[src/rtl/soc_map_pkg.sv]
package soc_map_pkg;

	// Region code from address bits 31:28
	typedef logic [3:0] region_t;

	localparam region_t REGION_RAM   = 4'h1;
	localparam region_t REGION_LED   = 4'h4;
	localparam region_t REGION_TIMER = 4'ha;

	// Timer register index from address bits 3:2
	typedef logic [1:0] reg_index_t;

	localparam reg_index_t REG_COUNT   = 2'd0;
	localparam reg_index_t REG_COMPARE = 2'd1;
	localparam reg_index_t REG_CONTROL = 2'd2;

	// Red LED bank
	typedef logic [9:0] led_t;

endpackage

[src/rtl/soc_bus_pkg.sv]
package soc_bus_pkg;

	// Byte address and data word of the shared bus
	typedef logic [31:0] addr_t;
	typedef logic [31:0] data_t;

	// Master to slave, held stable until ready
	typedef struct packed {
		logic  request;
		logic  rw;
		addr_t address;
		data_t wdata;
	} bus_req_t;

	// Slave to master, ready is a single-cycle pulse
	typedef struct packed {
		data_t rdata;
		logic  ready;
	} bus_rsp_t;

	// Owner of the shared bus
	typedef enum logic [1:0] {
		GRANT_NONE,
		GRANT_DATA,
		GRANT_DMA,
		GRANT_INSTR
	} grant_t;

endpackage
[src/rtl/address_decoder.sv]
`timescale 1ns/100ps

module address_decoder import soc_bus_pkg::*, soc_map_pkg::*; (
	input  logic     clock,
	input  logic     i_reset,

	input  bus_req_t i_bus_req,
	output bus_rsp_t o_bus_rsp,

	// Slave side
	output bus_req_t o_ram_req,
	output bus_req_t o_ctrl_req,
	input  bus_rsp_t i_ram_rsp,
	input  bus_rsp_t i_ctrl_rsp,
	output logic     o_ctrl_led_select,

	output logic     o_bus_fault
);

	region_t region;
	logic    ram_hit;
	logic    ctrl_hit;
	logic    unmapped;
	logic    fault_pulse;

	assign region   = region_t'(i_bus_req.address[31:28]);
	assign ram_hit  = (region == REGION_RAM);
	assign ctrl_hit = (region == REGION_LED) || (region == REGION_TIMER);
	assign unmapped = !ram_hit && !ctrl_hit;

	assign o_ctrl_led_select = (region == REGION_LED);

	// Per-slave request gating
	always_comb begin
		o_ram_req          = i_bus_req;
		o_ram_req.request  = i_bus_req.request && ram_hit;
		o_ctrl_req         = i_bus_req;
		o_ctrl_req.request = i_bus_req.request && ctrl_hit;
	end

	// Unmapped access completes by itself one cycle later
	always_ff @(posedge clock) begin
		if (i_reset)
			fault_pulse <= 1'b0;
		else
			fault_pulse <= i_bus_req.request && unmapped && !fault_pulse;
	end

	assign o_bus_fault = fault_pulse;

	always_comb begin
		if (ram_hit)
			o_bus_rsp = i_ram_rsp;
		else if (ctrl_hit)
			o_bus_rsp = i_ctrl_rsp;
		else
			o_bus_rsp = '{rdata: '0, ready: fault_pulse};
	end

	// At most one responder per cycle
	assert property (@(posedge clock) disable iff (i_reset)
		$onehot0({i_ram_rsp.ready, i_ctrl_rsp.ready, fault_pulse}))
		else $error("address_decoder: ready from more than one slave");

endmodule

[config.mk]
export PLATFORM = sky130hd
export DESIGN_NAME = address_decoder
export DESIGN_NICKNAME = d
export VERILOG_FILES = /design/src/rtl/soc_map_pkg.sv /design/src/rtl/soc_bus_pkg.sv /design/src/rtl/address_decoder.sv
export SDC_FILE = /design/constraint.sdc
export NUM_CORES = 1
export LEC_CHECK = 0
export BUFFER_PORTS_ARGS = -buffer_cell sky130_fd_sc_hd__buf_4
export CAP_MARGIN = 20
export CORE_AREA = 10 10 109 111
export DETAILED_ROUTE_END_ITERATION = 10
export DIE_AREA = 0 0 119 121
export SYNTH_ARGS = -nofsm -noshare
export SYNTH_HDL_FRONTEND = slang
export SYNTH_SLANG_ARGS = --single-unit
[constraint.sdc]
create_clock -name clock -period 1.32 [get_ports clock]
set_input_delay 0.198 -clock clock [delete_from_list [all_inputs] [get_ports clock]]
set_output_delay 0.198 -clock clock [all_outputs]
set_load 0.03 [all_outputs]
# After elaboration in Yosys (flattened, before gate mapping)
# Index checks and enable logic that the tools add are counted.
[totals]
register_bits = 1
inputBits = 134
out_inout_bits = 167
word_cells = 15
[classes]
eq_ne = 3
muxes = 2
reduce_logical = 9
[ops]
columns = ["cell", "count"]
rows = [
  ["$mux W33", 2],
  ["$logic_and A1 B1 Y1", 5],
  ["$eq A4 B1 Y1 const B", 1],
  ["$eq A4 B3 Y1 const B", 1],
  ["$eq A4 B4 Y1 const B", 1],
  ["$logic_not A1 Y1", 3],
  ["$logic_or A1 B1 Y1", 1],
]

# Depth between registers and ports, before layout
[depth]
depth_word = 6
ltp_mapped = 4
ltp_nobuf = 3

# Worst setup path before layout
# Ideal clock, no wire load.
[synth_timing]
kind = "input-to-output"
start = "in i_bus_req[61] in the netlist's numbering"
end = "out o_bus_rsp[0] in the netlist's numbering"
t_arrival_ns = 1.333
required_time_ns = 1.122
setup_slack_ns = -0.211
path_stages = 3
n_path_buf = 0
cell_sequence = "or3b_4 -> a21o_1 -> a32oi_1"
[synth_rtl]
columns = ["item", "line", "text"]
rows = [
  ["from (decl)", "address_decoder.sv:7", "input bus_req_t i_bus_req,"],
  ["to (decl)", "address_decoder.sv:8", "output bus_rsp_t o_bus_rsp,"],
]

==> results.md <==
* Design Power at 0.677 mW
* Leakage power at 0.959 nW
* Port bufs at 117
* Synth area leaders: buf_4 (67%), a22o_1 (19%), buf_6 (2.3%)
* CP max FO at 22
* Synthesized area per cell at 7.85 um2
* Slowest cell on crit path: or3b_4
* RSZ-0062 raised after global routing: true
* Largest net degree at the start of global routing at 23
* Placeable Area at between 0.009 and 0.01 mm2
* Initial antenna violation count at 0
* Post-DP HPWL at 4.93 mm
* Vert. Die Dim at 121 um
* Max cap viols at 0
* Fin crit period at 1.61 ns
* CP cell instances: buf_8 > or3b_4 > a21oi_4 > buf_12 > a22o_2 > buf_6
* Max Freq at just over 600 MHz
* Vias in the first global route at 1,327
* Via count at 1,149
* Sw frac at 42.3%
* 1st-pass router iterations at 2
* N_diodes at 0
* Avg WL per Cell at 17.9 um
* Peak supply drop at ~0.12 mV
* Synthesized area at 0.00146 mm2
* Fillers at 1,083
* Final Net Count at around 320
* Post-CTS Hold Buffers at 0
* Slew @ Worst Pin at between 0.2 and 0.25 ns
* Final WL at 5.66 mm
* Num rows at 36
* Mapped Cells at 186
* Clk Latency, worst-skew pair at 0 ns
* First-pass GRT wire length at 8.00 mm
* Syn Nets at 320
* Crit path kind: input pin to output port
* Setup-failing EPs final at 35
* Period utilization at 122%
* CP Capture Type: output port
* Final hold vios at 0
* Vias per inst at ~3.6
* Yosys warnings at 0
* Initial drt markers at 13
* Max reg flops at 1
* Layout cells sized above 1 at 93.4%
* Count of state elements after synthesis at 1
* Layout area overhead at 33.6%
* Max-slew violations at 0
* Status: finished, violations left
* Most common cell after layout, fill and taps aside: buf_4
* Class of the worst hold path: input pin to output port
* Clock power share at 0%
* CP peak stage delay at 0.42 ns
* Placer congestion estimate at 0.721
* # DRC at 0
* Synth area leader: buf_4
* Failing checks: negative setup slack
* Top-area cell type share of the netlist area at between 60% and 70%
* DRT antenna net count at 0
* Int Pwr at about 0.4 mW
* Rel. slew slack at 83.6%
* GRT Total Usage at 6.85%
* Setup ws final at -0.289 ns
* Die Wd at around 120 um
* Non-filler instance count after layout at 316
* Switch Pwr at between 0.2 and 0.3 mW
* Comb power frac at 94.8%
* Most frequent cells in the layout: buf_4 (86), buf_6 (41), a22o_2 (21)
* Sequential share of the synthesized area at 1.37%
* Power density cells at approximately 350 mW/mm2
* Starting Density at 15.1%
* Required @ worst endpoint at 1.12 ns
* Worst Skew at 0 ns
* Cells after DPL at between 300 and 400
* Post-synth cell types at 21
* GRT overflow at 0
* Sequential fraction of design power at 5.2%
* IO Count at 301
* Worst EP arrival at 1.41 ns
* Worst Setup Start Kind: input pin
* DIE AREA at 0.0144 mm2
-- layout make-up --
cell class	instances	area (um2)	share of cell area, %
multi-input combinational	47	544	27.9
tap	133	166	8.53
timing repair buffer	133	1210	62.2
sequential	1	20.0	1.03
inverter	2	7.51	0.385
-- metrics by stage --
step	utilization (%)	instance area (um2)	TNS, ns	hold WS [ns]	setup slack, ns
after floorplan	-	1550	-2.65	0.331	-0.105
after CTS	20.3	1950	-9.19	0.396	-0.292
after global routing	20.2	1950	-10.33	0.396	-0.334
after detailed placement	17.5	1690	-11.17	0.396	-0.358
final	20.2	1950	-8.77	0.396	-0.289
after global placement	17.5	1690	-10.02	0.396	-0.317
-- final timing paths --
path / slack (ns) / end / cells past startpoint / start
setup reg to reg: 0.63 / o_bus_fault / 1 / o_bus_fault
hold reg to reg: 0.52 / o_bus_fault / 1 / o_bus_fault
setup / recovery: -0.29 / o_bus_rsp[24] / 6 / i_bus_req[61]
hold / removal: 0.40 / o_ctrl_req[9] / 0 / i_bus_req[9]
-- cells by family after synthesis --
kind of cell / synth area share (%)
simple gates: 5.40
flops: 1.37
compound gates: 22.6
buf+inv: 70.6
-- per-layer routing --
layer  up-vias  global-route usage (%)  routed length, um
li1        494                       -                  -
met1       505                    6.57               1880
met2        99                    11.5               2640
met3        51                    3.30                734
met4         0                    4.73                403
met5         -                       0                  0
-- Yosys cell counts --
| master | count |
|---|---|
| a22o_1 | 32 |
| nor4b_4 | 1 |
| nor4_1 | 1 |
| buf_4 | 130 |
| nand2b_1 | 1 |
| o21a_1 | 1 |
| or3b_4 | 1 |
| a21oi_1 | 1 |
| nor2_1 | 1 |
| and2_1 | 2 |
| a21oi_4 | 1 |
| inv_1 | 2 |
| nor3b_1 | 1 |
| clkbuf_1 | 1 |
| a21o_1 | 1 |
| a32oi_1 | 1 |
| buf_6 | 3 |
| o21ai_0 | 1 |
| dfxtp_1 | 1 |
| buf_2 | 2 |
| nand3b_1 | 1 |
-- critical path, delay by kind of cell --
family / cells / cell delay, ns
AO/OA/AOI/OAI: 2 / 0.37
buffers and inverters: 3 / 0.41
AND/OR/NAND/NOR: 1 / 0.42
-- repair_timing --
| action | in CTS | in global routing |
|---|---|---|
| pin swaps | 1 | 2 |
| buffers inserted | 3 | 3 |
| cloned | 1 | 0 |
| gates resized for setup | 54 | 4 |
| setup endpoints to repair | 35 | 36 |
-- power groups by stage --
stage | Clock (mW) | Sequential (mW) | Combinational [mW]
6_report | 0 | 0.0355 | 0.642
5_1_grt | 0 | 0.0361 | 0.679
4_1_cts | 0 | 0.0355 | 0.651
3_5_place_dp | 0 | 0.0355 | 0.578
3_3_place_gp | 0 | 0.0354 | 0.574
2_1_floorplan | 0 | 0.0386 | 0.954
No activity file was read; power rests on OpenSTA's default activity.
