## src/rtl/soc_map_pkg.sv

```systemverilog
package soc_map_pkg;

	// Region code from address bits 31:28
	typedef logic [3:0] region_t;

	localparam region_t REGION_RAM   = 4'h1;
	localparam region_t REGION_LED   = 4'h4;
	localparam region_t REGION_TIMER = 4'ha;

	// Timer register index from address bits 3:2
	typedef logic [1:0] reg_index_t;

	localparam reg_index_t REG_COUNT   = 2'd0;
	localparam reg_index_t REG_COMPARE = 2'd1;
	localparam reg_index_t REG_CONTROL = 2'd2;

	// Red LED bank
	typedef logic [9:0] led_t;

endpackage

```

## src/rtl/soc_bus_pkg.sv

```systemverilog
package soc_bus_pkg;

	// Byte address and data word of the shared bus
	typedef logic [31:0] addr_t;
	typedef logic [31:0] data_t;

	// Master to slave, held stable until ready
	typedef struct packed {
		logic  request;
		logic  rw;
		addr_t address;
		data_t wdata;
	} bus_req_t;

	// Slave to master, ready is a single-cycle pulse
	typedef struct packed {
		data_t rdata;
		logic  ready;
	} bus_rsp_t;

	// Owner of the shared bus
	typedef enum logic [1:0] {
		GRANT_NONE,
		GRANT_DATA,
		GRANT_DMA,
		GRANT_INSTR
	} grant_t;

endpackage
```

## src/rtl/control_registers.sv

```systemverilog
`timescale 1ns/100ps

module control_registers import soc_bus_pkg::*, soc_map_pkg::*; #(
	parameter int PRESCALE = 4
) (
	input  logic     clock,
	input  logic     i_reset,
	input  bus_req_t i_req,
	input  logic     i_led_select,
	output bus_rsp_t o_rsp,
	output led_t     o_leds,
	output logic     o_timer_interrupt
);

	localparam int PS_W = (PRESCALE > 1) ? $clog2(PRESCALE) : 1;
	localparam logic [PS_W-1:0] PS_LAST = PS_W'(PRESCALE - 1);

	reg_index_t      index;
	logic            access;
	logic            ready;
	data_t           rdata;
	data_t           read_value;
	led_t            leds;
	data_t           count;
	data_t           count_next;
	data_t           compare;
	logic            enable;
	logic            pending;
	logic [PS_W-1:0] prescale_count;

	assign index      = reg_index_t'(i_req.address[3:2]);
	assign access     = i_req.request && !ready;
	assign count_next = count + 1'b1;

	always_comb begin
		if (i_led_select) begin
			read_value = data_t'(leds);
		end else begin
			case (index)
				REG_COUNT:   read_value = count;
				REG_COMPARE: read_value = compare;
				REG_CONTROL: read_value = {30'd0, pending, enable};
				default:     read_value = '0;
			endcase
		end
	end

	//============================================================
	// Timer and register writes
	//============================================================

	always_ff @(posedge clock) begin
		if (i_reset) begin
			ready          <= 1'b0;
			leds           <= '0;
			count          <= '0;
			compare        <= '0;
			enable         <= 1'b0;
			pending        <= 1'b0;
			prescale_count <= '0;
		end else begin
			ready <= access;

			if (enable) begin
				if (prescale_count == PS_LAST) begin
					prescale_count <= '0;
					count          <= count_next;
					// Interrupt on reaching compare
					if (count_next == compare)
						pending <= 1'b1;
				end else begin
					prescale_count <= prescale_count + 1'b1;
				end
			end else begin
				prescale_count <= '0;
			end

			// Bus writes take precedence over the timer
			if (access && i_req.rw) begin
				if (i_led_select) begin
					leds <= i_req.wdata[9:0];
				end else begin
					case (index)
						REG_COUNT:   count <= i_req.wdata;
						REG_COMPARE: compare <= i_req.wdata;
						REG_CONTROL: begin
							enable  <= i_req.wdata[0];
							pending <= 1'b0;
						end
						default: ;
					endcase
				end
			end
		end
	end

	always_ff @(posedge clock) begin
		if (access)
			rdata <= read_value;
	end

	assign o_rsp             = '{rdata: rdata, ready: ready};
	assign o_leds            = leds;
	assign o_timer_interrupt = pending;

endmodule

```

## config.mk

```make
export PLATFORM = sky130hd
export DESIGN_NAME = control_registers
export DESIGN_NICKNAME = d
export VERILOG_FILES = /design/src/rtl/soc_map_pkg.sv /design/src/rtl/soc_bus_pkg.sv /design/src/rtl/control_registers.sv
export SDC_FILE = /design/constraint.sdc
export NUM_CORES = 1
export LEC_CHECK = 0
export ABC_AREA = 0
export BUFFER_PORTS_ARGS = -buffer_cell sky130_fd_sc_hd__buf_2
export CORE_MARGIN = 4
export CORE_UTILIZATION = 30
export DETAILED_ROUTE_END_ITERATION = 16
export PLACE_DENSITY = 0.53
export SYNTH_ARGS = -nofsm -noshare
export SYNTH_HDL_FRONTEND = slang
export SYNTH_SLANG_ARGS = --single-unit
```

## constraint.sdc

```tcl
create_clock -name clock -period 3.9 [get_ports clock]
set_clock_uncertainty 0.15 [all_clocks]
set_input_delay 0.39 -clock clock [delete_from_list [all_inputs] [get_ports clock]]
set_output_delay 0.39 -clock clock [all_outputs]
set_load 0.05 [all_outputs]
```

=== After elaboration in Yosys (flattened, before gate mapping) ===
Cells that the tools add are included.

* Bitwise operators: 2
* Add/subtract/negate cells: 2
* Eq/ne operators: 4
* Reduce and logical (&&, ||, !) cells: 8
* Multiplexer cells: 13

{| class="wikitable"
|+ Operators with widths
! operator !! count
|-
| $mux 32 || 5
|-
| $pmux 32 s3 || 1
|-
| $add 32x1->32 const B || 1
|-
| $eq 32x32->1 || 1
|-
| $mux 10 || 1
|-
| $mux 1 || 6
|-
| $reduce_and 3->1 || 2
|-
| $eq 2x2->1 const B || 2
|-
| $reduce_or 3->1 || 1
|-
| $add 2x1->2 const B || 1
|-
| $eq 2x1->1 const B || 1
|-
| $logic_and 1x1->1 || 2
|-
| $logic_not 2->1 || 1
|-
| $not 1->1 || 2
|-
| $reduce_and 2->1 || 1
|-
| $logic_not 1->1 || 1
|}

* Logic and storage cells: 38
* Bits of input ports: 69
* Register bits: 111

=== Longest topological paths before layout ===
Gate-level depths: netlist of run 1.

* Depth in word-level cells: 8
* Depth in mapped cells: 9
* Mapped depth without buffers: 8

=== Worst setup path before layout of run 1 ===
Ideal clock, no wire load.

* Kind: input to register
* From: input i_req[65] (netlist name)
* To: register count[25]
* Path buffers: 3
* Data arrival time: 2567 ps
* Stages: 7
* Required time: 3659 ps
* Setup slack: 1092 ps
* Setup time: 91 ps
* Path through: nor2b_1 clkbuf_1 nand2_1 or3_1 clkbuf_1 clkbuf_1 a311oi_1

* Word-level cells in the longest chain between the ends: 3

{| class="wikitable"
|+ RTL lines
! item !! line !! text
|-
| from (decl) || control_registers.sv:8 || <nowiki>input bus_req_t i_req,</nowiki>
|-
| $logic_and 1x1->1 || control_registers.sv:32 || <nowiki>assign access = i_req.request && !ready;</nowiki>
|-
| net access || control_registers.sv:19 || <nowiki>logic access;</nowiki>
|-
| $logic_and 1x1->1 || control_registers.sv:79 || <nowiki>if (access && i_req.rw) begin</nowiki>
|-
| $mux 32 || control_registers.sv:79 ||
|-
| to (signal assigned) || control_registers.sv:67 || <nowiki>count <= count_next;</nowiki>
|-
| to (signal assigned) || control_registers.sv:84 || <nowiki>REG_COUNT: count <= i_req.wdata;</nowiki>
|-
| to (decl) || control_registers.sv:24 || <nowiki>data_t count;</nowiki>
|}

The timed path passes the listed nets, and every way through them passes these cells.
A chain may end at the register's enable or synchronous reset.

=== Worst setup path after layout of run 1 ===
* From: register count[0]
* To: register pending, in the netlist o_timer_interrupt

* Word-level cells in the longest chain between the ends: 8

{| class="wikitable"
|+ RTL lines
! item !! line !! text
|-
| $add 32x1->32 * || control_registers.sv:33 || <nowiki>assign count_next = count + 1'b1;</nowiki>
|-
| $eq 32x32->1 * || control_registers.sv:69 || <nowiki>if (count_next == compare)</nowiki>
|-
| $mux 1 * || control_registers.sv:69 ||
|-
| $mux 1 * || control_registers.sv:65 || <nowiki>if (prescale_count == PS_LAST) begin</nowiki>
|-
| $mux 1 * || control_registers.sv:64 || <nowiki>if (enable) begin</nowiki>
|-
| $mux 1 || control_registers.sv:83 || <nowiki>case (index)</nowiki>
|-
| $mux 1 || control_registers.sv:80 || <nowiki>if (i_led_select) begin</nowiki>
|-
| $mux 1 * || control_registers.sv:79 ||
|-
| to (signal assigned) || control_registers.sv:59 || <nowiki>pending <= 1'b0;</nowiki>
|-
| to (signal assigned) || control_registers.sv:70 || <nowiki>pending <= 1'b1;</nowiki>
|-
| to (signal assigned) || control_registers.sv:88 || <nowiki>pending <= 1'b0;</nowiki>
|-
| to (decl) || control_registers.sv:28 || <nowiki>logic pending;</nowiki>
|}

Every way passes the cells marked *; elsewhere a longest branch is shown, timed or not.

==> impl_metrics.py, run 1 <==
metrics = {
    "global_route": {
        "grt_max_degree": 80,
        "grt_pass1_wl_um": 26400,
        "track_usage": 0.149,
        "grt_pass1_vias": 4872,
        "antenna_found_initial": 1,
        "grt_overflow": 0,
    },
    "logic_synthesis": {
        "synth_top_area_frac": 0.265,
        "yosys-top-cells-area": "dfxtp_1, edfxtp_1, nand2_1",
        "syn-cell-area_um2": 5960,
        "synthArstFlopShare": 0,
        "synth_nets": 773,
        "ys_ff_latch": 111,
        "synth-warning-count": 0,
        "synth_top_flop_cell": "dfxtp_1",
        "synth_top_area_cell": "dfxtp_1",
        "avgSynthCellArea_um2": 8.49,
        "syn-instance-count": 702,
        "yosysSeqAreaShare": 0.427,
        "synth_edf_count": 32,
        "yosysUniqueCellTypes": 56,
    },
    "drt": {
        "routed-via-count": 5014,
        "wirelength_um": 16100,
        "antenna_left": 0,
        "drt_iter0_markers": 328,
        "drc": 0,
        "viasPerCell": 4.95,
        "dr.pass1.iters": 5,
        "wire_per_inst_um": 15.8,
    },
    "setup_path": {
        "ff2ff_path_depth": 8,
        "crit_required_ps": 4020,
        "endpoint_kind": "register",
        "regToRegSetupSlack_ps": 780,
        "r2r-start": "count[0]",
        "crit_type": "register to register",
        "cp.arrival_ps": 3250,
        "r2r_end": "o_timer_interrupt",
        "startpoint": "count[0]",
        "crit_path_start_kind": "register",
        "crit_fanout": 10,
    },
    "layout": {
        "final_nets": 814,
        "area_growth_syn_to_layout_pct": 14.9,
        "n_antenna_cell": 0,
        "fin_area_um2": 6850,
        "multi_input_area_um2": 3160,
        "layout-drive-gt1-share": 0.152,
        "fillers": 2116,
        "seq_area_um2": 2540,
    },
    "sta": {
        "timing.fmax_mhz": 320,
        "tightest_slew_ps": 1140,
        "maxSlewHeadroom": 0.238,
        "holdWs_ps": 121,
        "tns_ps": 0,
        "fin_crit_ps": 3120,
        "setup_violations": 0,
        "hold_violations": 0,
        "rsz0062_at_grt": "false",
        "final_max_slew_viol_count": 0,
        "fin_crit_sh": 0.801,
    },
    "cts": {
        "cts_inserted_buffers": 9,
        "post-cts-setup-buffers": 0,
        "clockBufferDepth": 2,
        "cts_resized": 0,
        "hold_buffers": 0,
        "htree_levels": 3,
        "clkLatencyLatePin_ps": 360,
        "clock_sinks": 111,
        "clk_pin_slew_ps": 80,
        "root_buffer": "clkbuf_16",
        "cts_tree": "built",
    },
    "worst_hold_path": {
        "holdPathEnd": "compare[31]",
        "min_path_cells": 3,
        "hold_path.class": "input port to register",
        "holdCritStartpoint": "i_req[31]",
    },
    "floorplanning": {
        "dieWidth_um": 149,
        "dieArea_um2": 22200,
        "fp.coreArea_um2": 19500,
        "die_h_um": 149,
        "io_pins": 113,
        "initial_core_util": 0.305,
        "rows": 51,
    },
    "flow_run": {
        "drv_cap": 0,
    },
    "placed_design": {
        "placed_cell_area_um2": 6530,
        "io_buffers": 82,
        "dp_hpwl_um": 11000,
        "place_congestion": 0.841,
    },
    "power": {
        "p_per_area_nw_per_um2": 361,
        "finalPower_w": 0.00247,
        "p_leak_nw": 2.46,
        "vdd.ir_drop.worst_v": 0.000146,
    },
    "run_status": {
        "status": "finished clean",
    },
}
-- cells in the final DEF (no fill, tap or decap), types with 7 or more instances in the layout --
cell type    n
mux2i_1     35
a21oi_1     47
nor2_1      76
clkbuf_16   10
edfxtp_1    32
xnor2_1     34
buf_2       82
nand2_1    116
nor3_1      15
a31oi_1      7
o21ai_0     20
dfxtp_1     79
nor4_1      10
nand3_1     18
buf_4        9
a211oi_1    30
xor2_1      30
nand4_1     17
-- synth_stat cells (all sizes together), types with 2 or more instances --
cell type  instances
a211oi            30
o21ai             20
nand4             18
a31oi              7
nor3              15
o31ai              3
or4                3
nand3b             2
nor4              12
a311oi             3
inv                4
or3                7
nor2              76
buf               19
nand2            116
edfxtp            32
xnor2             34
a21oi             47
nor3b              4
a211o              2
ha                 2
o2111ai            2
mux2i             35
clkbuf            42
nor2b              6
and4               5
and2               5
dfxtp             79
and3               6
nand3             18
xor2              30
-- final cells by class --
cell class / instances / area share
Tap cell: 265 / 0.0484
Sequential cell: 111 / 0.371
Clock buffer: 12 / 0.0391
Clock inverter: 4 / 0.00749
Inverter: 4 / 0.00219
Timing Repair Buffer: 91 / 0.0698
Multi-Input combinational cell: 526 / 0.462
-- worst max-delay path by stage --
stage | to | slack, ps
floorplan | count[25] | 1090
global placement | o_timer_interrupt | 900
detailed placement | o_timer_interrupt | 830
CTS | o_timer_interrupt | 820
global route | o_timer_interrupt | 590
finish | o_timer_interrupt | 780
-- flip-flops by register name, summed over array words and instances (netlist names) --
name               cells
compare               32
count                 32
enable                 1
o_leds                10
o_timer_interrupt      1
prescale_count         2
rdata                 32
ready                  1
-- stage by stage --
step | setup WS, ps | util | instances
CTS | 816 | 0.351 | 1013
global route | 585 | 0.351 | 1013
detailed placement | 826 | 0.334 | 997
global placement | 904 | 0.334 | 997
finish | 777 | 0.351 | 1013
floorplan | 1090 | - | 702
-- metal layers --
layer,vias to the layer above,GRT usage,part of all wire
li1,2556,-,-
met1,2355,0.202,0.48
met2,87,0.236,0.46
met3,14,0.0337,0.046
met4,2,0.0467,0.014
met5,-,0,0.00081
-- kinds of logic after synthesis --
| family | Yosys count | share of synthesized area |
|---|---|---|
| compound gates | 126 | 0.132 |
| xor+xnor | 64 | 0.0940 |
| fa+ha+maj | 2 | 0.00420 |
| buf+inv | 65 | 0.0447 |
| flops | 111 | 0.427 |
| mux | 36 | 0.0607 |
| simple gates | 298 | 0.237 |
-- power breakdown --
group	leakage [nW]	internal [W]	switching (W)
clock	0.154	0.000556	0.000440
combinational	1.34	0.0000696	0.000168
sequential	0.960	0.00122	0.0000247
total	2.46	0.00184	0.000633
-- critical path: stages (launching register included) --
cell and delay (ps):
dfxtp_1 490, ha_1 290, nand3_1 320, or4_1 780, o21ai_0 220, nand4b_1 130
nor4_1 280, nand4_1 130, o31ai_1 250
Note: power is estimated with default switching activity, not from simulation.
==> run 2: changes to the inputs <==
==> constraint.sdc (replaced) <==
create_clock -name clock -period 2.9 [get_ports clock]
set_clock_uncertainty 0.15 [all_clocks]
set_input_delay 0.29 -clock clock [delete_from_list [all_inputs] [get_ports clock]]
set_output_delay 0.29 -clock clock [all_outputs]
set_load 0.05 [all_outputs]
==> impl_metrics.py, run 2 (synthesis results as in run 1) <==
metrics = {
    "run_status": {
        "status": "finished clean",
    },
    "layout": {
        "layout-drive-gt1-share": 0.180,
        "fin_area_um2": 7030,
        "area_growth_syn_to_layout_pct": 17.9,
        "n_antenna_cell": 0,
        "multi_input_area_um2": 3160,
        "fillers": 2103,
        "reg_top3": "compare (32), count (32), rdata (32)",
        "seq_area_um2": 2540,
        "instances_no_fill": 1039,
        "final_cell_mix": "nand2_1, buf_2, dfxtp_1",
        "final_nets": 840,
        "layout_commonest_cell": "nand2_1",
    },
    "floorplanning": {
        "io_pins": 113,
        "initial_core_util": 0.305,
        "rows": 51,
        "die_h_um": 149,
        "dieWidth_um": 149,
        "dieArea_um2": 22200,
        "fp.coreArea_um2": 19500,
    },
    "power": {
        "comb_power_share": 0.101,
        "internal_power_w": 0.00245,
        "clkPwrFrac": 0.390,
        "power.share.switching": 0.251,
        "vdd.ir_drop.worst_v": 0.000199,
        "p_leak_nw": 2.58,
        "p_per_area_nw_per_um2": 466,
        "finalPower_w": 0.00327,
        "pwr-share-seq": 0.509,
        "power.net_switching_w": 0.000822,
    },
    "cts": {
        "cts_resized": 0,
        "clk_pin_slew_ps": 70,
        "cts_tree": "built",
        "hold_buffers": 0,
        "post-cts-setup-buffers": 0,
        "htree_levels": 3,
        "root_buffer": "clkbuf_16",
        "cts_inserted_buffers": 9,
        "clkLatencyLatePin_ps": 360,
        "clockBufferDepth": 2,
        "clock_sinks": 111,
    },
    "sta": {
        "rsz0062_at_grt": "false",
        "fin_crit_sh": 0.926,
        "final_max_slew_viol_count": 0,
        "maxSlewHeadroom": 0.407,
        "hold_violations": 0,
        "tightest_slew_ps": 889,
        "timing.fmax_mhz": 373,
        "setup_violations": 0,
        "fin_crit_ps": 2680,
        "tns_ps": 0,
    },
    "drt": {
        "drc": 0,
        "routed-via-count": 5104,
        "wire_per_inst_um": 15.9,
        "wirelength_um": 16500,
        "drt_iter0_markers": 370,
        "viasPerCell": 4.91,
        "antenna_left": 0,
        "dr.pass1.iters": 4,
    },
    "worst_hold_path": {
        "hold_path.class": "input port to register",
        "holdCritStartpoint": "i_req[31]",
    },
    "setup_path": {
        "crit_type": "register to register",
        "crit_path_max_incr_delay_ps": 520,
        "crit_required_ps": 3020,
        "path_cells": "nand4_4, nor4_4, xnor2_1, or4_1, nor4_1, nand4_1, o31ai_1",
        "crit_path_start_kind": "register",
        "endpoint_kind": "register",
        "r2r-start": "count[4]",
        "startpoint": "count[4]",
        "cp.arrival_ps": 2810,
        "cp_slowest_cell": "dfxtp_1",
        "crit_fanout": 15,
    },
    "placed_design": {
        "place_inst": 1023,
        "dp_hpwl_um": 11700,
        "placed_cell_area_um2": 6720,
        "place_congestion": 0.856,
        "io_buffers": 82,
    },
    "global_route": {
        "grt_overflow": 0,
        "antenna_found_initial": 0,
        "grt_pass1_vias": 4965,
        "grt_pass1_wl_um": 27200,
        "track_usage": 0.154,
        "grt_max_degree": 80,
    },
    "flow_run": {
        "drv_cap": 0,
    },
}
[run 2: changes by cell type in the layout (fill, tap and decap cells not counted)]
| cell | previous run | this run |
|---|---|---|
| clkbuf_1 | 1 | 2 |
| clkbuf_8 | 1 | 2 |
| clkbuf_16 | 10 | 9 |
| clkinv_4 | 1 | 0 |
| buf_4 | 9 | 35 |
[run 2: routing by layer]
layer / track usage / vias up / wire length, µm
met5: 0 / - / 0
met4: 0.0398 / 0 / 196
met3: 0.0310 / 12 / 629
met2: 0.242 / 78 / 7610
met1: 0.216 / 2412 / 8060
li1: - / 2602 / -
[run 2: path summary, 6_finish.rpt]
kind                       end  slack, ps  depth (start not counted)
min                compare[31]         30                          3
min reg2reg  prescale_count[0]        280                          1
max reg2reg  o_timer_interrupt        220                          7
max          o_timer_interrupt        220                          7
[run 2: power groups by stage]
stage	registers (W)	logic [W]	clock network, W
2_1_floorplan	0.00178	0.000142	0
3_3_place_gp	0.00170	0.000335	0
3_5_place_dp	0.00170	0.000335	0
4_1_cts	0.00166	0.000337	0.00133
5_1_grt	0.00167	0.000358	0.00138
6_report	0.00166	0.000332	0.00128
[run 2: cell type report]
class,count,share of cell area
well taps,265,0.0472
clock buffers,13,0.0370
clock inverters,3,0.00606
multi-input cells,526,0.450
flip-flops and latches,111,0.362
repair buffers,117,0.0958
inverters,4,0.00214
[run 2: stage by stage]
| stage | setup WS (ps) | util | hold WS (ps) |
|---|---|---|---|
| 3_5_place_dp | 200 | 0.344 | 269 |
| 3_3_place_gp | 251 | 0.344 | 272 |
| 2_1_floorplan | 192 | - | 257 |
| 6_report | 216 | 0.360 | 32.8 |
| 4_1_cts | 202 | 0.360 | 14.3 |
| 5_1_grt | 2.58 | 0.360 | 28.4 |
[run 2: critical path, delay by kind of cell, from the launching register on]
family | cells | cell delay (ps)
simple gates | 5 | 1580
flops | 1 | 520
compound gates | 1 | 240
xor+xnor | 1 | 100
==> run 3: changes to the inputs <==
--- a/config.mk
+++ b/config.mk
@@ -6,11 +6,11 @@
 export NUM_CORES = 1
 export LEC_CHECK = 0
 export ABC_AREA = 0
-export BUFFER_PORTS_ARGS = -buffer_cell sky130_fd_sc_hd__buf_2
 export CORE_MARGIN = 4
 export CORE_UTILIZATION = 30
 export DETAILED_ROUTE_END_ITERATION = 16
-export PLACE_DENSITY = 0.53
+export DONT_BUFFER_PORTS = 1
+export PLACE_DENSITY = 0.49
 export SYNTH_ARGS = -nofsm -noshare
 export SYNTH_HDL_FRONTEND = slang
 export SYNTH_SLANG_ARGS = --single-unit
==> impl_metrics.py, run 3 (synthesis results as in run 1) <==
metrics = {
    "sta": {
        "rsz0062_at_grt": "false",
        "tightest_slew_ps": 685,
        "hold_violations": 0,
        "setup_violations": 0,
        "timing.fmax_mhz": 376,
        "tns_ps": 0,
        "maxSlewHeadroom": 0.543,
        "fin_crit_sh": 0.918,
        "fin_crit_ps": 2660,
        "final_max_slew_viol_count": 0,
    },
    "drt": {
        "drt_iter0_markers": 424,
        "dr.pass1.iters": 5,
        "wirelength_um": 17200,
        "routed-via-count": 5150,
        "wire_per_inst_um": 17.3,
        "drc": 0,
        "antenna_left": 0,
        "viasPerCell": 5.18,
    },
    "global_route": {
        "antenna_found_initial": 0,
        "grt_overflow": 0,
        "grt_max_degree": 79,
        "track_usage": 0.158,
        "grt_pass1_vias": 5204,
        "grt_pass1_wl_um": 28000,
    },
    "setup_path": {
        "cp.arrival_ps": 2790,
        "path_cells": "ha_1, buf_4, nand3_1, nor3_1, a31oi_1, or4_1, nor4_2, nand4_1, o31ai_1",
        "crit_path_max_incr_delay_ps": 580,
        "crit_fanout": 7,
        "cpLargestDelayFamily": "simple AND/OR/NAND/NOR gates",
        "cp_slowest_cell": "or4_1",
        "crit_type": "register to register",
        "crit_path_start_kind": "register",
        "cp_num_buf_inv": 1,
        "endpoint_kind": "register",
        "crit_required_ps": 3020,
    },
    "cts": {
        "clkLatencyLatePin_ps": 360,
        "clock_sinks": 111,
        "cts_inserted_buffers": 9,
        "clk_pin_slew_ps": 70,
        "htree_levels": 3,
        "root_buffer": "clkbuf_16",
        "cts_tree": "built",
        "clockBufferDepth": 2,
    },
    "floorplanning": {
        "dieWidth_um": 149,
        "die_h_um": 149,
        "dieArea_um2": 22200,
        "io_pins": 113,
        "rows": 51,
        "fp.coreArea_um2": 19500,
        "initial_core_util": 0.305,
    },
    "placed_design": {
        "placed_cell_area_um2": 6340,
        "dp_hpwl_um": 12000,
        "place_congestion": 0.899,
        "io_buffers": 0,
    },
    "power": {
        "p_leak_nw": 2.38,
        "vdd.ir_drop.worst_v": 0.000264,
        "finalPower_w": 0.00312,
        "p_per_area_nw_per_um2": 446,
    },
    "layout": {
        "fin_area_um2": 6990,
        "layout_commonest_cell": "nand2_1",
        "layout-drive-gt1-share": 0.0837,
        "reg_top3": "compare (32), count (32), rdata (32)",
        "area_growth_syn_to_layout_pct": 17.3,
        "final_cell_mix": "nand2_1, nor2_1, dfxtp_1",
        "n_antenna_cell": 0,
        "fillers": 2051,
        "final_nets": 795,
    },
    "flow_run": {
        "drv_cap": 0,
    },
    "worst_hold_path": {
        "hold_path.class": "input port to register",
    },
    "run_status": {
        "status": "finished clean",
    },
}
run 3: changes by cell type in the layout (fill, tap and decap cells not counted), sizes merged:
cell,change
clkbuf,+2
clkinvlp,-1
bufinv,-1
dlygate4sd3,+35
buf,-80
run 3: worst paths after layout:
kind                                        start           endpoint  slack (ps)  cells after the start
worst max register to register           count[0]  o_timer_interrupt         240                      9
worst max-delay path                     count[0]  o_timer_interrupt         240                      9
worst min-delay path                    i_req[34]          rdata[15]          40                      2
worst min register to register  prescale_count[0]  prescale_count[0]         300                      1
run 3: final cells by class:
class                      count  area [µm²]  share of cell area
clock inverter                 1        5.00            0.000716
clock buffer                  15         248              0.0354
inverter                       4        15.0             0.00215
multi-input combinational    526        3170               0.454
timing repair buffer          72         673              0.0963
tap                          265         332              0.0474
sequential                   111        2550               0.364
run 3: metal layers:
layer / GRT usage / vias up / wire length [µm]
li1: - / 2511 / -
met1: 0.213 / 2470 / 8210
met2: 0.250 / 141 / 7780
met3: 0.0340 / 28 / 846
met4: 0.0563 / 0 / 361
met5: 0 / - / 0
run 3: where the power goes:
part           internal [W]  leakage (nW)  switching, W
combinational     0.0000981          1.29      0.000124
clock              0.000585         0.122      0.000550
sequential          0.00164         0.962      0.000125
run 3: worst register-to-register path: cells and delay by family, from the launching register on:
family | cells | cell delay (ps)
buffers and inverters | 1 | 140
flip-flops | 1 | 400
adder cells (fa/ha/maj) | 1 | 220
AO/OA/AOI/OAI | 2 | 310
AND/OR/NAND/NOR | 5 | 1360
run 3: per-stage QoR:
| step | hold WS (ps) | setup WS, ps | cells | util |
|---|---|---|---|---|
| floorplan | 257 | 192 | 702 | - |
| detailed placement | 222 | 41.0 | 941 | 0.325 |
| finish | 40.3 | 238 | 994 | 0.358 |
| global placement | 220 | 198 | 941 | 0.325 |
| CTS | 25.0 | 41.3 | 993 | 0.357 |
| global route | 46.1 | 3.47 | 994 | 0.358 |
run 3: repair_timing:
item                       CTS  global route
hold buffers                36             0
setup endpoints to repair    0             3
setup buffers                0             1
gates resized for setup      0             6
hold endpoints to repair    88             0
