`src/rtl/soc_bus_pkg.sv`:
```
package soc_bus_pkg;

	// Byte address and data word of the shared bus
	typedef logic [31:0] addr_t;
	typedef logic [31:0] data_t;

	// Master to slave, held stable until ready
	typedef struct packed {
		logic  request;
		logic  rw;
		addr_t address;
		data_t wdata;
	} bus_req_t;

	// Slave to master, ready is a single-cycle pulse
	typedef struct packed {
		data_t rdata;
		logic  ready;
	} bus_rsp_t;

	// Owner of the shared bus
	typedef enum logic [1:0] {
		GRANT_NONE,
		GRANT_DATA,
		GRANT_DMA,
		GRANT_INSTR
	} grant_t;

endpackage
```
`src/rtl/bus_arbiter.sv`:
```
`timescale 1ns/100ps

module bus_arbiter import soc_bus_pkg::*; (
	input  logic     clock,
	input  logic     i_reset,

	// Master ports
	input  bus_req_t i_instr_req,
	input  bus_req_t i_data_req,
	input  bus_req_t i_dma_req,
	output bus_rsp_t o_instr_rsp,
	output bus_rsp_t o_data_rsp,
	output bus_rsp_t o_dma_rsp,

	// Shared bus
	output bus_req_t o_bus_req,
	input  bus_rsp_t i_bus_rsp
);

	grant_t grant;

	//============================================================
	// Grant register
	//============================================================

	// Priority order is data, DMA, instruction.
	// The grant drops the cycle after ready, which leaves one idle
	// cycle on the shared bus between transactions
	always_ff @(posedge clock) begin
		if (i_reset) begin
			grant <= GRANT_NONE;
		end else if (grant == GRANT_NONE) begin
			if (i_data_req.request)
				grant <= GRANT_DATA;
			else if (i_dma_req.request)
				grant <= GRANT_DMA;
			else if (i_instr_req.request)
				grant <= GRANT_INSTR;
		end else if (i_bus_rsp.ready) begin
			grant <= GRANT_NONE;
		end
	end

	//============================================================
	// Request forwarding and response steering
	//============================================================

	always_comb begin
		case (grant)
			GRANT_DATA: o_bus_req = i_data_req;
			GRANT_DMA:  o_bus_req = i_dma_req;
			GRANT_INSTR: begin
				// Instruction fetches are always reads
				o_bus_req.request = i_instr_req.request;
				o_bus_req.rw      = 1'b0;
				o_bus_req.address = i_instr_req.address;
				o_bus_req.wdata   = '0;
			end
			default: o_bus_req = '0;
		endcase
	end

	always_comb begin
		o_instr_rsp.rdata = i_bus_rsp.rdata;
		o_data_rsp.rdata  = i_bus_rsp.rdata;
		o_dma_rsp.rdata   = i_bus_rsp.rdata;

		o_instr_rsp.ready = i_bus_rsp.ready && (grant == GRANT_INSTR);
		o_data_rsp.ready  = i_bus_rsp.ready && (grant == GRANT_DATA);
		o_dma_rsp.ready   = i_bus_rsp.ready && (grant == GRANT_DMA);
	end

	// Granted master holds its request and address until ready
	assert property (@(posedge clock) disable iff (i_reset)
		(o_bus_req.request && !i_bus_rsp.ready)
			|=> (o_bus_req.request && $stable(o_bus_req.address)))
		else $error("bus_arbiter: request dropped before ready");

endmodule

```
`config.mk`:
```
export PLATFORM = sky130hd
export DESIGN_NAME = bus_arbiter
export DESIGN_NICKNAME = d
export VERILOG_FILES = /design/src/rtl/soc_bus_pkg.sv /design/src/rtl/bus_arbiter.sv
export SDC_FILE = /design/constraint.sdc
export NUM_CORES = 1
export LEC_CHECK = 0
export ABC_AREA = 1
export CAP_MARGIN = 5
export CORE_AREA = 2 2 154 156
export DETAILED_ROUTE_END_ITERATION = 16
export DIE_AREA = 0 0 156 158
export DONT_BUFFER_PORTS = 1
export GPL_ROUTABILITY_DRIVEN = 1
export HOLD_SLACK_MARGIN = 0.08
export SYNTH_ARGS = -nofsm -noshare
export SYNTH_HDL_FRONTEND = slang
export SYNTH_SLANG_ARGS = --single-unit
```
`constraint.sdc`:
```
create_clock -name clock -period 1.4 [get_ports clock]
set_clock_uncertainty 0.2 [all_clocks]
set_input_delay 0.14 -clock clock [delete_from_list [all_inputs] [get_ports clock]]
set_output_delay 0.14 -clock clock [all_outputs]
set_load 0.01 [all_outputs]
```
# == Yosys cells after proc, flatten, opt, wreduce, memory -nomap -nowiden ==
# Cells that the tools add are included.
# totals
ramBits,0
out_inout_bits,165
reg_bits,2
latch_bits,0
romBits,0
n_memories,0
word_cells,17
input_bits,233
# op_classes
mul,0
n_div,0
add_sub_neg,0
bitwise_logic,0
eq_ne,4
muxes,6
order_cmp,0
n_reduce_logical,6
shifts,0
# op_table
op,n
66-bit case mux with 3 select lines,1
2-bit two-way mux,5
2-bit equality test (second input constant),2
4-bit != test (second input constant),1
1-bit logical AND,3
2-bit by 1-bit equality test with 1-bit output (second input constant),1
2-bit logical NOT,1
2-bit AND reduction,1
2-bit nonzero test,1

# == Longest topological paths before layout ==
# Gate-level depths: netlist of the first run.
# depth
word_depth,4
depth_mapped,5
ltp_nobuf,5

# == Least setup slack after synthesis of the first run ==
# Ideal clock, no wire load.
# synth_timing
path_kind,flip-flop to output port
start,reg grant[0]
end,out o_bus_req[51] (netlist bit)
setup_slack_ps,83
path_buffers,1
t_arrival_ps,977
path_stages_with_launch,6
required_ps,1060
path_cell_list,dfxtp_1 -> nand2_2 -> inv_2 -> buf_6 -> nand2_1 -> a31oi_1
# synth_rtl
item,line_no,source
"start, declared",bus_arbiter.sv:20,grant_t grant;
"start signal, assigned",bus_arbiter.sv:31,grant <= GRANT_NONE;
"start signal, assigned",bus_arbiter.sv:34,grant <= GRANT_DATA;
"start signal, assigned",bus_arbiter.sv:36,grant <= GRANT_DMA;
"end, declared",bus_arbiter.sv:16,"output bus_req_t o_bus_req,"

==> results of run 1 <==
[worst min path at each step]
stage	from	endpoint	slack, ns	cells past startpoint
6_report	i_bus_rsp[31]	o_dma_rsp[31]	0.08	0
5_1_grt	i_bus_rsp[27]	o_instr_rsp[27]	0.08	0
4_1_cts	i_bus_rsp[2]	o_dma_rsp[2]	0.08	0
3_5_place_dp	i_reset	grant[1]	0.007	1
3_3_place_gp	i_reset	grant[1]	0.005	1
2_1_floorplan	i_reset	grant[0]	0.009	1
[cells by family after synthesis]
family / share of synthesized area [%]
AOI/OAI and AO/OA: 2.25
buffers and inverters: 43.9
and+or+nand+nor: 51.9
DFF: 1.89
[where the power goes]
part	total [mW]	switching, mW	internal (mW)
logic	0.951	0.602	0.349
registers	0.0804	0.0174	0.0631
clock network	0.428	0.0649	0.363
total	1.46	0.685	0.775
[synth_stat cells]
master | n | area [µm²]
inv_1 | 3 | 11.3
buf_6 | 3 | 33.8
buf_4 | 103 | 773
a31oi_1 | 3 | 18.8
nor3_1 | 1 | 5.00
dfxtp_1 | 2 | 40.0
nand3_1 | 155 | 776
clkbuf_1 | 5 | 18.8
nand2_1 | 76 | 285
nor2_2 | 1 | 6.26
a21oi_1 | 2 | 10.0
o221ai_1 | 1 | 8.76
o21ai_0 | 2 | 10.0
nor2_1 | 3 | 11.3
buf_2 | 16 | 80.1
nand2_2 | 1 | 6.26
nand3b_1 | 1 | 7.51
inv_2 | 3 | 11.3
[per-stage QoR]
step                      util, %  total power [mW]  TNS (ns)  hold slack, ns  area, µm²
after floorplan                 -             0.892         0         0.00907       2110
after global placement       7.84             0.778    -0.196         0.00505       1810
after detailed placement     7.84             0.796    -0.419         0.00689       1810
after CTS                    9.40              1.32     -8.27          0.0801       2170
after global routing         10.8              1.55    -11.09          0.0800       2500
final                        10.8              1.46     -7.51          0.0800       2500
[area by class of cell]
cell class	instances	area, µm²
clock buffers	3	75.1
well taps	290	363
fillers	2646	20600
repair buffers	29	480
inverters	6	40.0
flip-flops and latches	2	47.5
multi-input cells	246	1490
diodes	1	2.50
[critical path, cell delays in order, from the launching register on]
cell	delay [ns]
dfxtp_4	0.40
buf_4	0.28
nand3_1	0.12
nand3_1	0.22
[metal layers]
metal	up-vias	wire, µm	GRT usage [%]	share of wire (%)
met5	-	0	0	0
met4	0	546	4.02	5.0
met3	50	1070	2.22	9.8
met2	208	5720	13.0	52
met1	1092	3570	5.96	33
li1	998	-	-	-
[repair_timing]
| action | in CTS | in global routing |
|---|---|---|
| pin swaps | 2 | 4 |
| gates resized for setup | 38 | 51 |
| endpoints found under the setup margin | 70 | 71 |
| endpoints found under the hold margin | 2 | 0 |
| cloned | 2 | 4 |
| hold buffers | 4 | 0 |
| buffers inserted | 1 | 0 |
==> metrics.log, run 1 <==
INFO  metric timing.critical_path.required = 1.06 ns
INFO  metric fp-row-count = 56
INFO  metric slew_headroom = 83.5%
INFO  metric layout_commonest_cell = nand3_1
INFO  metric cp.arrival = 1.25 ns
INFO  metric maxCapViolations = 0
INFO  metric fraction_of_final_layout_cells_sized_beyond_drive_strength_1 = 29.4%
INFO  metric synthCells = 381
INFO  metric startpoint_type = flip-flop
INFO  metric biggestRegsByFlops = grant x2
INFO  metric die_area = 24,600 µm²
INFO  metric placement.io_buffers = 0
INFO  metric tritoncts_clock_tree = done
INFO  metric drt_pre_antenna_iters = 4
INFO  metric synthesis_to_finish_area_growth = 18.1%
INFO  metric cp_max_fo = 20
INFO  metric fin_crit = 1.59 ns
INFO  metric finalSetupViolCount = 71
INFO  metric ys_seq_elements = 2
INFO  metric largest_register_ff_count = 2
INFO  metric synth-warning-count = 0
INFO  metric final_min_period_over_clock_period = 114%
INFO  metric detail_route.wirelength = 10.9 mm
INFO  metric crit_path_end_kind = output port
INFO  metric synthesis.area_per_instance = 5.55 µm²
INFO  metric count_of_final_max_slew_check_failures = 0
INFO  metric cellLeakagePower = 1.14 nW
INFO  metric clock_insertion_delay_worst_skew = 0.22 ns
INFO  metric r2r-end = grant[0]
INFO  metric ys_types = 18
INFO  metric startpoint = grant[1]
INFO  metric design.final.nets = 521
INFO  metric dieWidth = 156 µm
INFO  metric power-per-cell-area = 585 nW/µm²
INFO  metric min_delay_path_class = primary input to output port
INFO  metric cts_inserted_buffers = 3
INFO  metric timing_hold_violations_final = 0
INFO  metric grt_use_total = 6.68%
INFO  metric violations = setup timing
INFO  metric critical_path_class = flip-flop to output port
INFO  metric place_hpwl = 7.39 mm
INFO  metric finalWeightedCongestion = 0.720
INFO  metric layout.cells.most_common_list = nand3_1 (127), nand2_1 (62), nand3_2 (20)
INFO  metric htreeDepth = 1
INFO  metric core_area = 23,100 µm²
INFO  metric cts_root_buf = clkbuf_16
INFO  metric dr.first_iter.drc_count = 182
INFO  metric overflow = 0
INFO  metric routed_wire_length_per_instance = 18.9 µm
INFO  metric dpl.cell_count = 562
INFO  metric start_util = 9.17%
INFO  metric grt_first_pass_wirelength = 11.9 mm
INFO  metric detailroute.via_count = 2,348
INFO  metric seq_area_frac_synth = 1.89%
INFO  metric max_freq = 0.629 GHz
INFO  metric dpl_worst_slack = -0.0913 ns
INFO  metric grt_pass1_vias = 1,973
INFO  metric cts.path.max_buffers = 2
INFO  metric largest-register = grant
INFO  metric path_clk_slew = 0.03 ns
INFO  metric worst_ir_drop_vdd = 0.270 mV
INFO  metric ff2ff_path_depth = 6
INFO  metric netlist_area = 2110 µm²
INFO  metric route.detailed.vias_per_inst = 4.07
INFO  metric post_route_antenna_net_violation_count = 0
INFO  metric finalWorstSetupSlack = -0.189 ns
INFO  metric number_of_antenna_violations_at_the_first_check_in_global_routing = 1
INFO  metric beginning_of_the_worst_register_to_register_path = grant[0]
INFO  metric final-instance-count-excl-fill = 577
INFO  metric ios = 398
INFO  metric mappedNetlistNets = 614
INFO  metric fp.dieH = 158 µm
INFO  metric rrSetupSlack = -0.03 ns
INFO  metric grt_max_degree = 36
INFO  metric number_of_clock_sinks = 2
INFO  metric critical_path.endpoint = o_bus_req[37]
INFO  metric status = finished with violations
INFO  metric number_of_remaining_drc_errors = 0
INFO  metric tightest_slew = 0.246 ns
INFO  metric rsz0062_at_grt = true
Power figures use the tool's default switching activity.
==> inputs of run 2 (changes only) <==
--- a/config.mk
+++ b/config.mk
@@ -5,11 +5,11 @@
 export SDC_FILE = /design/constraint.sdc
 export NUM_CORES = 1
 export LEC_CHECK = 0
-export ABC_AREA = 1
+export ABC_AREA = 0
 export CAP_MARGIN = 5
-export CORE_AREA = 2 2 154 156
+export CORE_AREA = 2 2 155 157
 export DETAILED_ROUTE_END_ITERATION = 16
-export DIE_AREA = 0 0 156 158
+export DIE_AREA = 0 0 157 159
 export DONT_BUFFER_PORTS = 1
 export GPL_ROUTABILITY_DRIVEN = 1
 export HOLD_SLACK_MARGIN = 0.08
==> run 2 against run 1 <==
  * The flow still finishes with violations (setup timing)
  * Die area grew 1.3%
  * Critical path type unchanged
  * Via count shrank 37%
  * Count of clock-buffer cells in the layout is the same
  * Critical endpoint is now o_bus_req[44]
  * Largest power group unchanged
  * Critical path depth grew 1
  * Routed wire length shrank 21%
  * Final cell count shrank 19%
  * Global-route usage shrank 1.7 points
  * Non-clock buffer count grew 3
==> metrics.log, run 2 <==
INFO  metric overflow = 0
INFO  metric worstHoldStart = i_bus_rsp[21]
INFO  metric dieWidth = 157 µm
INFO  metric die_area = 25,000 µm²
INFO  metric path_clk_slew = 0.03 ns
INFO  metric beginning_of_the_worst_register_to_register_path = grant[1]
INFO  metric timing_hold_violations_final = 0
INFO  metric tritoncts_clock_tree = done
INFO  metric ios = 398
INFO  metric synth-warning-count = 0
INFO  metric crit_path_end_kind = output port
INFO  metric rrSetupSlack = -0.19 ns
INFO  metric grt_first_pass_wirelength = 8.96 mm
INFO  metric cp.arrival = 1.40 ns
INFO  metric r2r-end = grant[1]
INFO  metric grt_pass1_vias = 1,373
INFO  metric synth_most_common_cell = buf_4
INFO  metric mappedNetlistNets = 464
INFO  metric synthCells = 231
INFO  metric min_delay_path_class = primary input to output port
INFO  metric count_of_final_max_slew_check_failures = 0
INFO  metric placement.io_buffers = 0
INFO  metric num_antenna_cells = 0
INFO  metric startpoint_type = flip-flop
INFO  metric finalWeightedCongestion = 0.651
INFO  metric violations = setup timing
INFO  metric ys_seq_elements = 2
INFO  metric design.final.nets = 386
INFO  metric route.detailed.vias_per_inst = 3.13
INFO  metric finalWorstSetupSlack = -0.340 ns
INFO  metric power-per-cell-area = 664 nW/µm²
INFO  metric hold_end = o_instr_rsp[21]
INFO  metric dpl.cell_count = 446
INFO  metric core_area = 23,200 µm²
INFO  metric final_min_period_over_clock_period = 124%
INFO  metric number_of_antenna_violations_at_the_first_check_in_global_routing = 0
INFO  metric rsz0062_at_grt = true
INFO  metric netlist_area = 1910 µm²
INFO  metric place_hpwl = 5.82 mm
INFO  metric detailed_place.area = 1620 µm²
INFO  metric grt_max_degree = 41
INFO  metric cellLeakagePower = 0.929 nW
INFO  metric worst_ir_drop_vdd = 0.727 mV
INFO  metric yosysTopAreaCell = buf_4
INFO  metric status = finished with violations
INFO  metric busiest_layer = met2
INFO  metric cp_max_fo = 16
INFO  metric use_met1 = 4.65%
INFO  metric clock_insertion_delay_worst_skew = 0.22 ns
INFO  metric global_route.usage.met2 = 9.37%
INFO  metric largest-register = grant
INFO  metric synthesis_to_finish_area_growth = 28.9%
INFO  metric tightest_slew = 0.191 ns
INFO  metric layout.cells.most_common_list = a22o_4 (38), a22o_1 (27), mux2_2 (23)
INFO  metric yosys.area.top_type_share = 39.3%
INFO  metric hold_path_depth = 0
INFO  metric number_of_enable_type_register_cells_in_the_synthesized_netlist = 0
INFO  metric number_of_remaining_drc_errors = 0
INFO  metric routed_wire_length_per_instance = 18.3 µm
INFO  metric fin_crit = 1.74 ns
INFO  metric cts_root_buf = clkbuf_16
INFO  metric max_freq = 0.575 GHz
INFO  metric maxCapViolations = 0
INFO  metric drt_pre_antenna_iters = 4
INFO  metric number_of_clock_sinks = 2
INFO  metric fraction_of_final_layout_cells_sized_beyond_drive_strength_1 = 71.5%
INFO  metric fp.dieH = 159 µm
INFO  metric biggestRegsByFlops = grant x2
INFO  metric final.setup.tns = -19.88 ns
INFO  metric ys_types = 17
INFO  metric layout_commonest_cell = a22o_4
INFO  metric htreeDepth = 1
INFO  metric largest_register_ff_count = 2
INFO  metric met3_usage = 1.03%
INFO  metric post-layout-total-power = 1.63 mW
INFO  metric grt_use_total = 4.97%
INFO  metric synth.top_cells.by_area = buf_4 (39%), a22o_1 (30%), mux2_2 (19%), buf_2 (2.1%), dfxtp_1 (2.1%)
INFO  metric seq_area_frac_synth = 2.10%
INFO  metric ff2ff_path_depth = 4
INFO  metric finalSetupViolCount = 68
INFO  metric detailroute.via_count = 1,469
INFO  metric timing.critical_path.required = 1.06 ns
INFO  metric final-instance-count-excl-fill = 470
INFO  metric detail_route.wirelength = 8.58 mm
INFO  metric synthesis.area_per_instance = 8.27 µm²
INFO  metric cts_inserted_buffers = 3
INFO  metric synth-async-reset-ratio = 0%
INFO  metric critical_path_class = flip-flop to output port
INFO  metric dominantRegCellSynth = dfxtp_1
INFO  metric slew_headroom = 87.3%
INFO  metric dr.first_iter.drc_count = 44
INFO  metric final_cell_area = 2460 µm²
INFO  metric post_synth_most_frequent_cells = buf_4 (100), a22o_1 (66), mux2_2 (33)
INFO  metric fp-row-count = 56
INFO  metric start_util = 8.24%
INFO  metric cts.path.max_buffers = 2
INFO  metric post_route_antenna_net_violation_count = 0
-- run 2: cell count changes in the layout (fill, tap and decap cells not counted), moves of 6 or more --
cell	change
a22o_4	+38
nand3_1	-127
a22o_1	+27
mux2_2	+23
nand2_4	-9
nand2_1	-61
nand2_2	-6
mux2_4	+10
nand3_4	-8
nand3_2	-20
-- run 2: cells by family after synthesis --
family / count (synthesis) / share of synthesized area [%]
buffers and inverters: 115 / 43.9
and+or+nand+nor: 12 / 3.47
muxes: 33 / 19.5
DFF: 2 / 2.10
AOI/OAI and AO/OA: 69 / 31.0
-- run 2: cell type report --
cell class | instances | area (µm²)
Multi-Input combinational cell | 114 | 1430
Tap cell | 319 | 399
Clock buffer | 3 | 75.1
Fill cell | 2633 | 20700
Sequential cell | 2 | 47.5
Timing Repair Buffer | 32 | 510
-- run 2: how the worst max path moves through the flow --
stage / start / endpoint / slack, ns / cells past startpoint
finish: grant[0] / o_bus_req[44] / -0.34 / 4
global route: grant[0] / o_bus_req[12] / -0.38 / 5
CTS: grant[0] / o_bus_req[12] / -0.35 / 4
detailed placement: grant[1] / grant[1] / -0.15 / 3
global placement: grant[1] / grant[1] / -0.15 / 3
floorplan: grant[0] / o_bus_req[32] / -0.07 / 4
-- run 2: worst max-delay path, stage by stage, from the launching register on --
cell and delay [ns]:
dfxtp_4 0.41, nor2b_4 0.22, buf_4 0.14, buf_12 0.14
a22o_1 0.25
-- run 2: power by group --
| group | switching (mW) | internal [mW] |
|---|---|---|
| logic | 0.504 | 0.627 |
| registers | 0.0159 | 0.0633 |
| clock network | 0.0609 | 0.363 |
| total | 0.581 | 1.05 |
-- run 2: stage by stage --
step	util, %	hold WS (ns)	setup WS, ns
floorplan	-	0.00165	-0.0665
global placement	7.00	0.00717	-0.151
detailed placement	7.00	0.00776	-0.147
CTS	8.23	0.0801	-0.352
global route	10.6	0.0800	-0.378
finish	10.6	0.0800	-0.340
-- run 2: repair_timing --
| item | CTS | global route |
|---|---|---|
| cloned | 2 | 7 |
| resized for setup | 24 | 44 |
| endpoints found under the setup margin | 70 | 69 |
| buffers inserted | 1 | 8 |
| hold buffers | 5 | 0 |
| pin swaps | 0 | 11 |
| hold endpoints to repair | 2 | 0 |
-- run 2: per-layer routing --
| metal | vias up | wire length, µm |
|---|---|---|
| met3 | 44 | 735 |
| met4 | 0 | 422 |
| met1 | 674 | 2930 |
| met2 | 153 | 4490 |
| met5 | - | 0 |
| li1 | 598 | - |
==> inputs of run 3 (changes only) <==
--- a/config.mk
+++ b/config.mk
@@ -13,6 +13,7 @@
 export DONT_BUFFER_PORTS = 1
 export GPL_ROUTABILITY_DRIVEN = 1
 export HOLD_SLACK_MARGIN = 0.08
+export MAX_ROUTING_LAYER = met4
 export SYNTH_ARGS = -nofsm -noshare
 export SYNTH_HDL_FRONTEND = slang
 export SYNTH_SLANG_ARGS = --single-unit
==> run 3 against run 2 <==
  * The flow still finishes with violations (setup timing)
  * Via count fell by 0.95%
  * Final cell count decreased by 0.64%
  * First-iteration DRC count is 18% higher
  * Total power fell by 1.4%
  * Clock power barely moved
  * Sequential share of layout area about the same
  * Routed wire length is 0.27% higher
  * Cell area down 1.6%
  * Hold slack did not move
  * Register-to-register slack about the same
  * Largest power group unchanged
  * Highest routed layer unchanged
==> metrics.log, run 3 (synthesized netlist as in run 2, its figures left out) <==
INFO  metric critical_path_class = flip-flop to output port
INFO  metric ff2ff_path_depth = 4
INFO  metric number_of_antenna_violations_at_the_first_check_in_global_routing = 0
INFO  metric dpl.cell_count = 446
INFO  metric critical_path.max_stage_delay = 0.41 ns
INFO  metric fraction_of_final_layout_cells_sized_beyond_drive_strength_1 = 69.6%
INFO  metric synthesis_to_finish_area_growth = 26.8%
INFO  metric number_of_fillers_in_the_final_layout = 2,635
INFO  metric finalWorstSetupSlack = -0.332 ns
INFO  metric timing_hold_violations_final = 0
INFO  metric cellLeakagePower = 0.902 nW
INFO  metric placement.io_buffers = 0
INFO  metric clock_insertion_delay_worst_skew = 0.22 ns
INFO  metric drt_pre_antenna_iters = 4
INFO  metric cp_slowest_cell = dfxtp_4
INFO  metric slew_headroom = 87.3%
INFO  metric worst-path-stages = 4
INFO  metric critical_path.cell_chain = nor2b_4 -> buf_12 -> clkbuf_16 -> a22o_1
INFO  metric cts_root_buf = clkbuf_16
INFO  metric fin_crit = 1.73 ns
INFO  metric final-instance-count-excl-fill = 467
INFO  metric hold_slack = 0.0800 ns
INFO  metric power-per-cell-area = 665 nW/µm²
INFO  metric overflow = 0
INFO  metric routed_wire_length_per_instance = 18.4 µm
INFO  metric seq_area = 47.5 µm²
INFO  metric grt_first_pass_wirelength = 9.00 mm
INFO  metric largest-register = grant
INFO  metric tightest_slew = 0.191 ns
INFO  metric min_delay_path_class = primary input to output port
INFO  metric largest_register_ff_count = 2
INFO  metric wp_buf_inv = 2
INFO  metric rsz0062_at_grt = true
INFO  metric grt_use_total = 5.12%
INFO  metric max_freq = 0.577 GHz
INFO  metric violations = setup timing
INFO  metric post-layout-total-power = 1.61 mW
INFO  metric biggestRegsByFlops = grant x2
INFO  metric core_area = 23,200 µm²
INFO  metric number_of_remaining_drc_errors = 0
INFO  metric cts_inserted_buffers = 3
INFO  metric detailed_place.area = 1620 µm²
INFO  metric number_of_clock_sinks = 2
INFO  metric dieWidth = 157 µm
INFO  metric cts.path.max_buffers = 2
INFO  metric fp.dieH = 159 µm
INFO  metric dr.first_iter.drc_count = 52
INFO  metric place_hpwl = 5.82 mm
INFO  metric crit_path_end_kind = output port
INFO  metric maxCapViolations = 0
INFO  metric count_of_final_max_slew_check_failures = 0
INFO  metric layout_commonest_cell = a22o_4
INFO  metric num_antenna_cells = 0
INFO  metric timing.critical_path.required = 1.06 ns
INFO  metric path_clk_slew = 0.03 ns
INFO  metric final.setup.tns = -19.93 ns
INFO  metric post_route_antenna_net_violation_count = 0
INFO  metric tritoncts_clock_tree = done
INFO  metric design.final.nets = 383
INFO  metric critical-path-top-delay-family = flip-flops
INFO  metric finalSetupViolCount = 68
INFO  metric layout.cells.most_common_list = a22o_4 (36), a22o_1 (29), mux2_2 (24)
INFO  metric die_area = 25,000 µm²
INFO  metric startpoint_type = flip-flop
INFO  metric status = finished with violations
INFO  metric route.detailed.vias_per_inst = 3.12
INFO  metric detailroute.via_count = 1,455
INFO  metric grt_pass1_vias = 1,365
INFO  metric worst_ir_drop_vdd = 0.708 mV
INFO  metric cp_max_fo = 10
INFO  metric hold_path_depth = 0
INFO  metric start_util = 8.24%
INFO  metric finalWeightedCongestion = 0.656
INFO  metric cp.arrival = 1.39 ns
INFO  metric final_min_period_over_clock_period = 124%
INFO  metric htreeDepth = 1
INFO  metric fp-row-count = 56
INFO  metric grt_max_degree = 41
INFO  metric ios = 398
INFO  metric detail_route.wirelength = 8.60 mm
INFO  metric final_cell_area = 2420 µm²
INFO  metric multi_input_comb_area = 1410 µm²
-- run 3: cell count changes in the layout (fill, tap and decap cells not counted), sizes merged --
cell / before / now
buf: 22 / 19
-- run 3: through the flow --
stage	worst slack, ns	utilization [%]
after global routing	-0.378	10.4
after detailed placement	-0.147	7.00
after global placement	-0.151	7.00
after CTS	-0.352	8.23
after floorplan	-0.0665	-
final	-0.332	10.4
-- run 3: area by class of cell --
class,count,area share [%]
clock buffer,3,3.10
timing repair buffer,29,20.3
sequential,2,1.96
tap,319,16.5
multi-input combinational,114,58.2
-- run 3: worst register-to-register path: stages (launching register included) --
cell	delay [ns]
dfxtp_4	0.36
buf_8	0.14
buf_12	0.14
or4_1	0.52
a21oi_1	0.15
-- run 3: what timing repair did --
action / CTS / global route
hold endpoints to repair: 2 / 0
setup buffers: 1 / 3
pin swaps: 0 / 11
endpoints found under the setup margin: 70 / 69
hold buffers: 5 / 0
gates resized for setup: 24 / 40
gates cloned: 2 / 7
-- run 3: final timing paths --
| path | from | end | slack (ns) |
|---|---|---|---|
| worst max-delay path | grant[0] | o_bus_req[45] | -0.33 |
| worst min-delay path | i_bus_rsp[21] | o_instr_rsp[21] | 0.08 |
| worst max register to register | grant[1] | grant[1] | -0.19 |
| worst min register to register | grant[0] | grant[0] | 0.63 |
-- run 3: power breakdown --
part,total (mW),switching (mW),internal [mW]
sequential,0.0792,0.0159,0.0633
combinational,1.11,0.500,0.608
clock,0.424,0.0606,0.363
total,1.61,0.577,1.03
-- run 3: per-layer routing --
metal	wire length (µm)	up-vias	GRT usage (%)	share of wire (%)
met5	0	-	-	0
li1	-	592	-	-
met2	4410	153	9.35	51
met1	2980	666	4.71	35
met4	411	0	3.63	4.8
met3	798	44	1.01	9.3
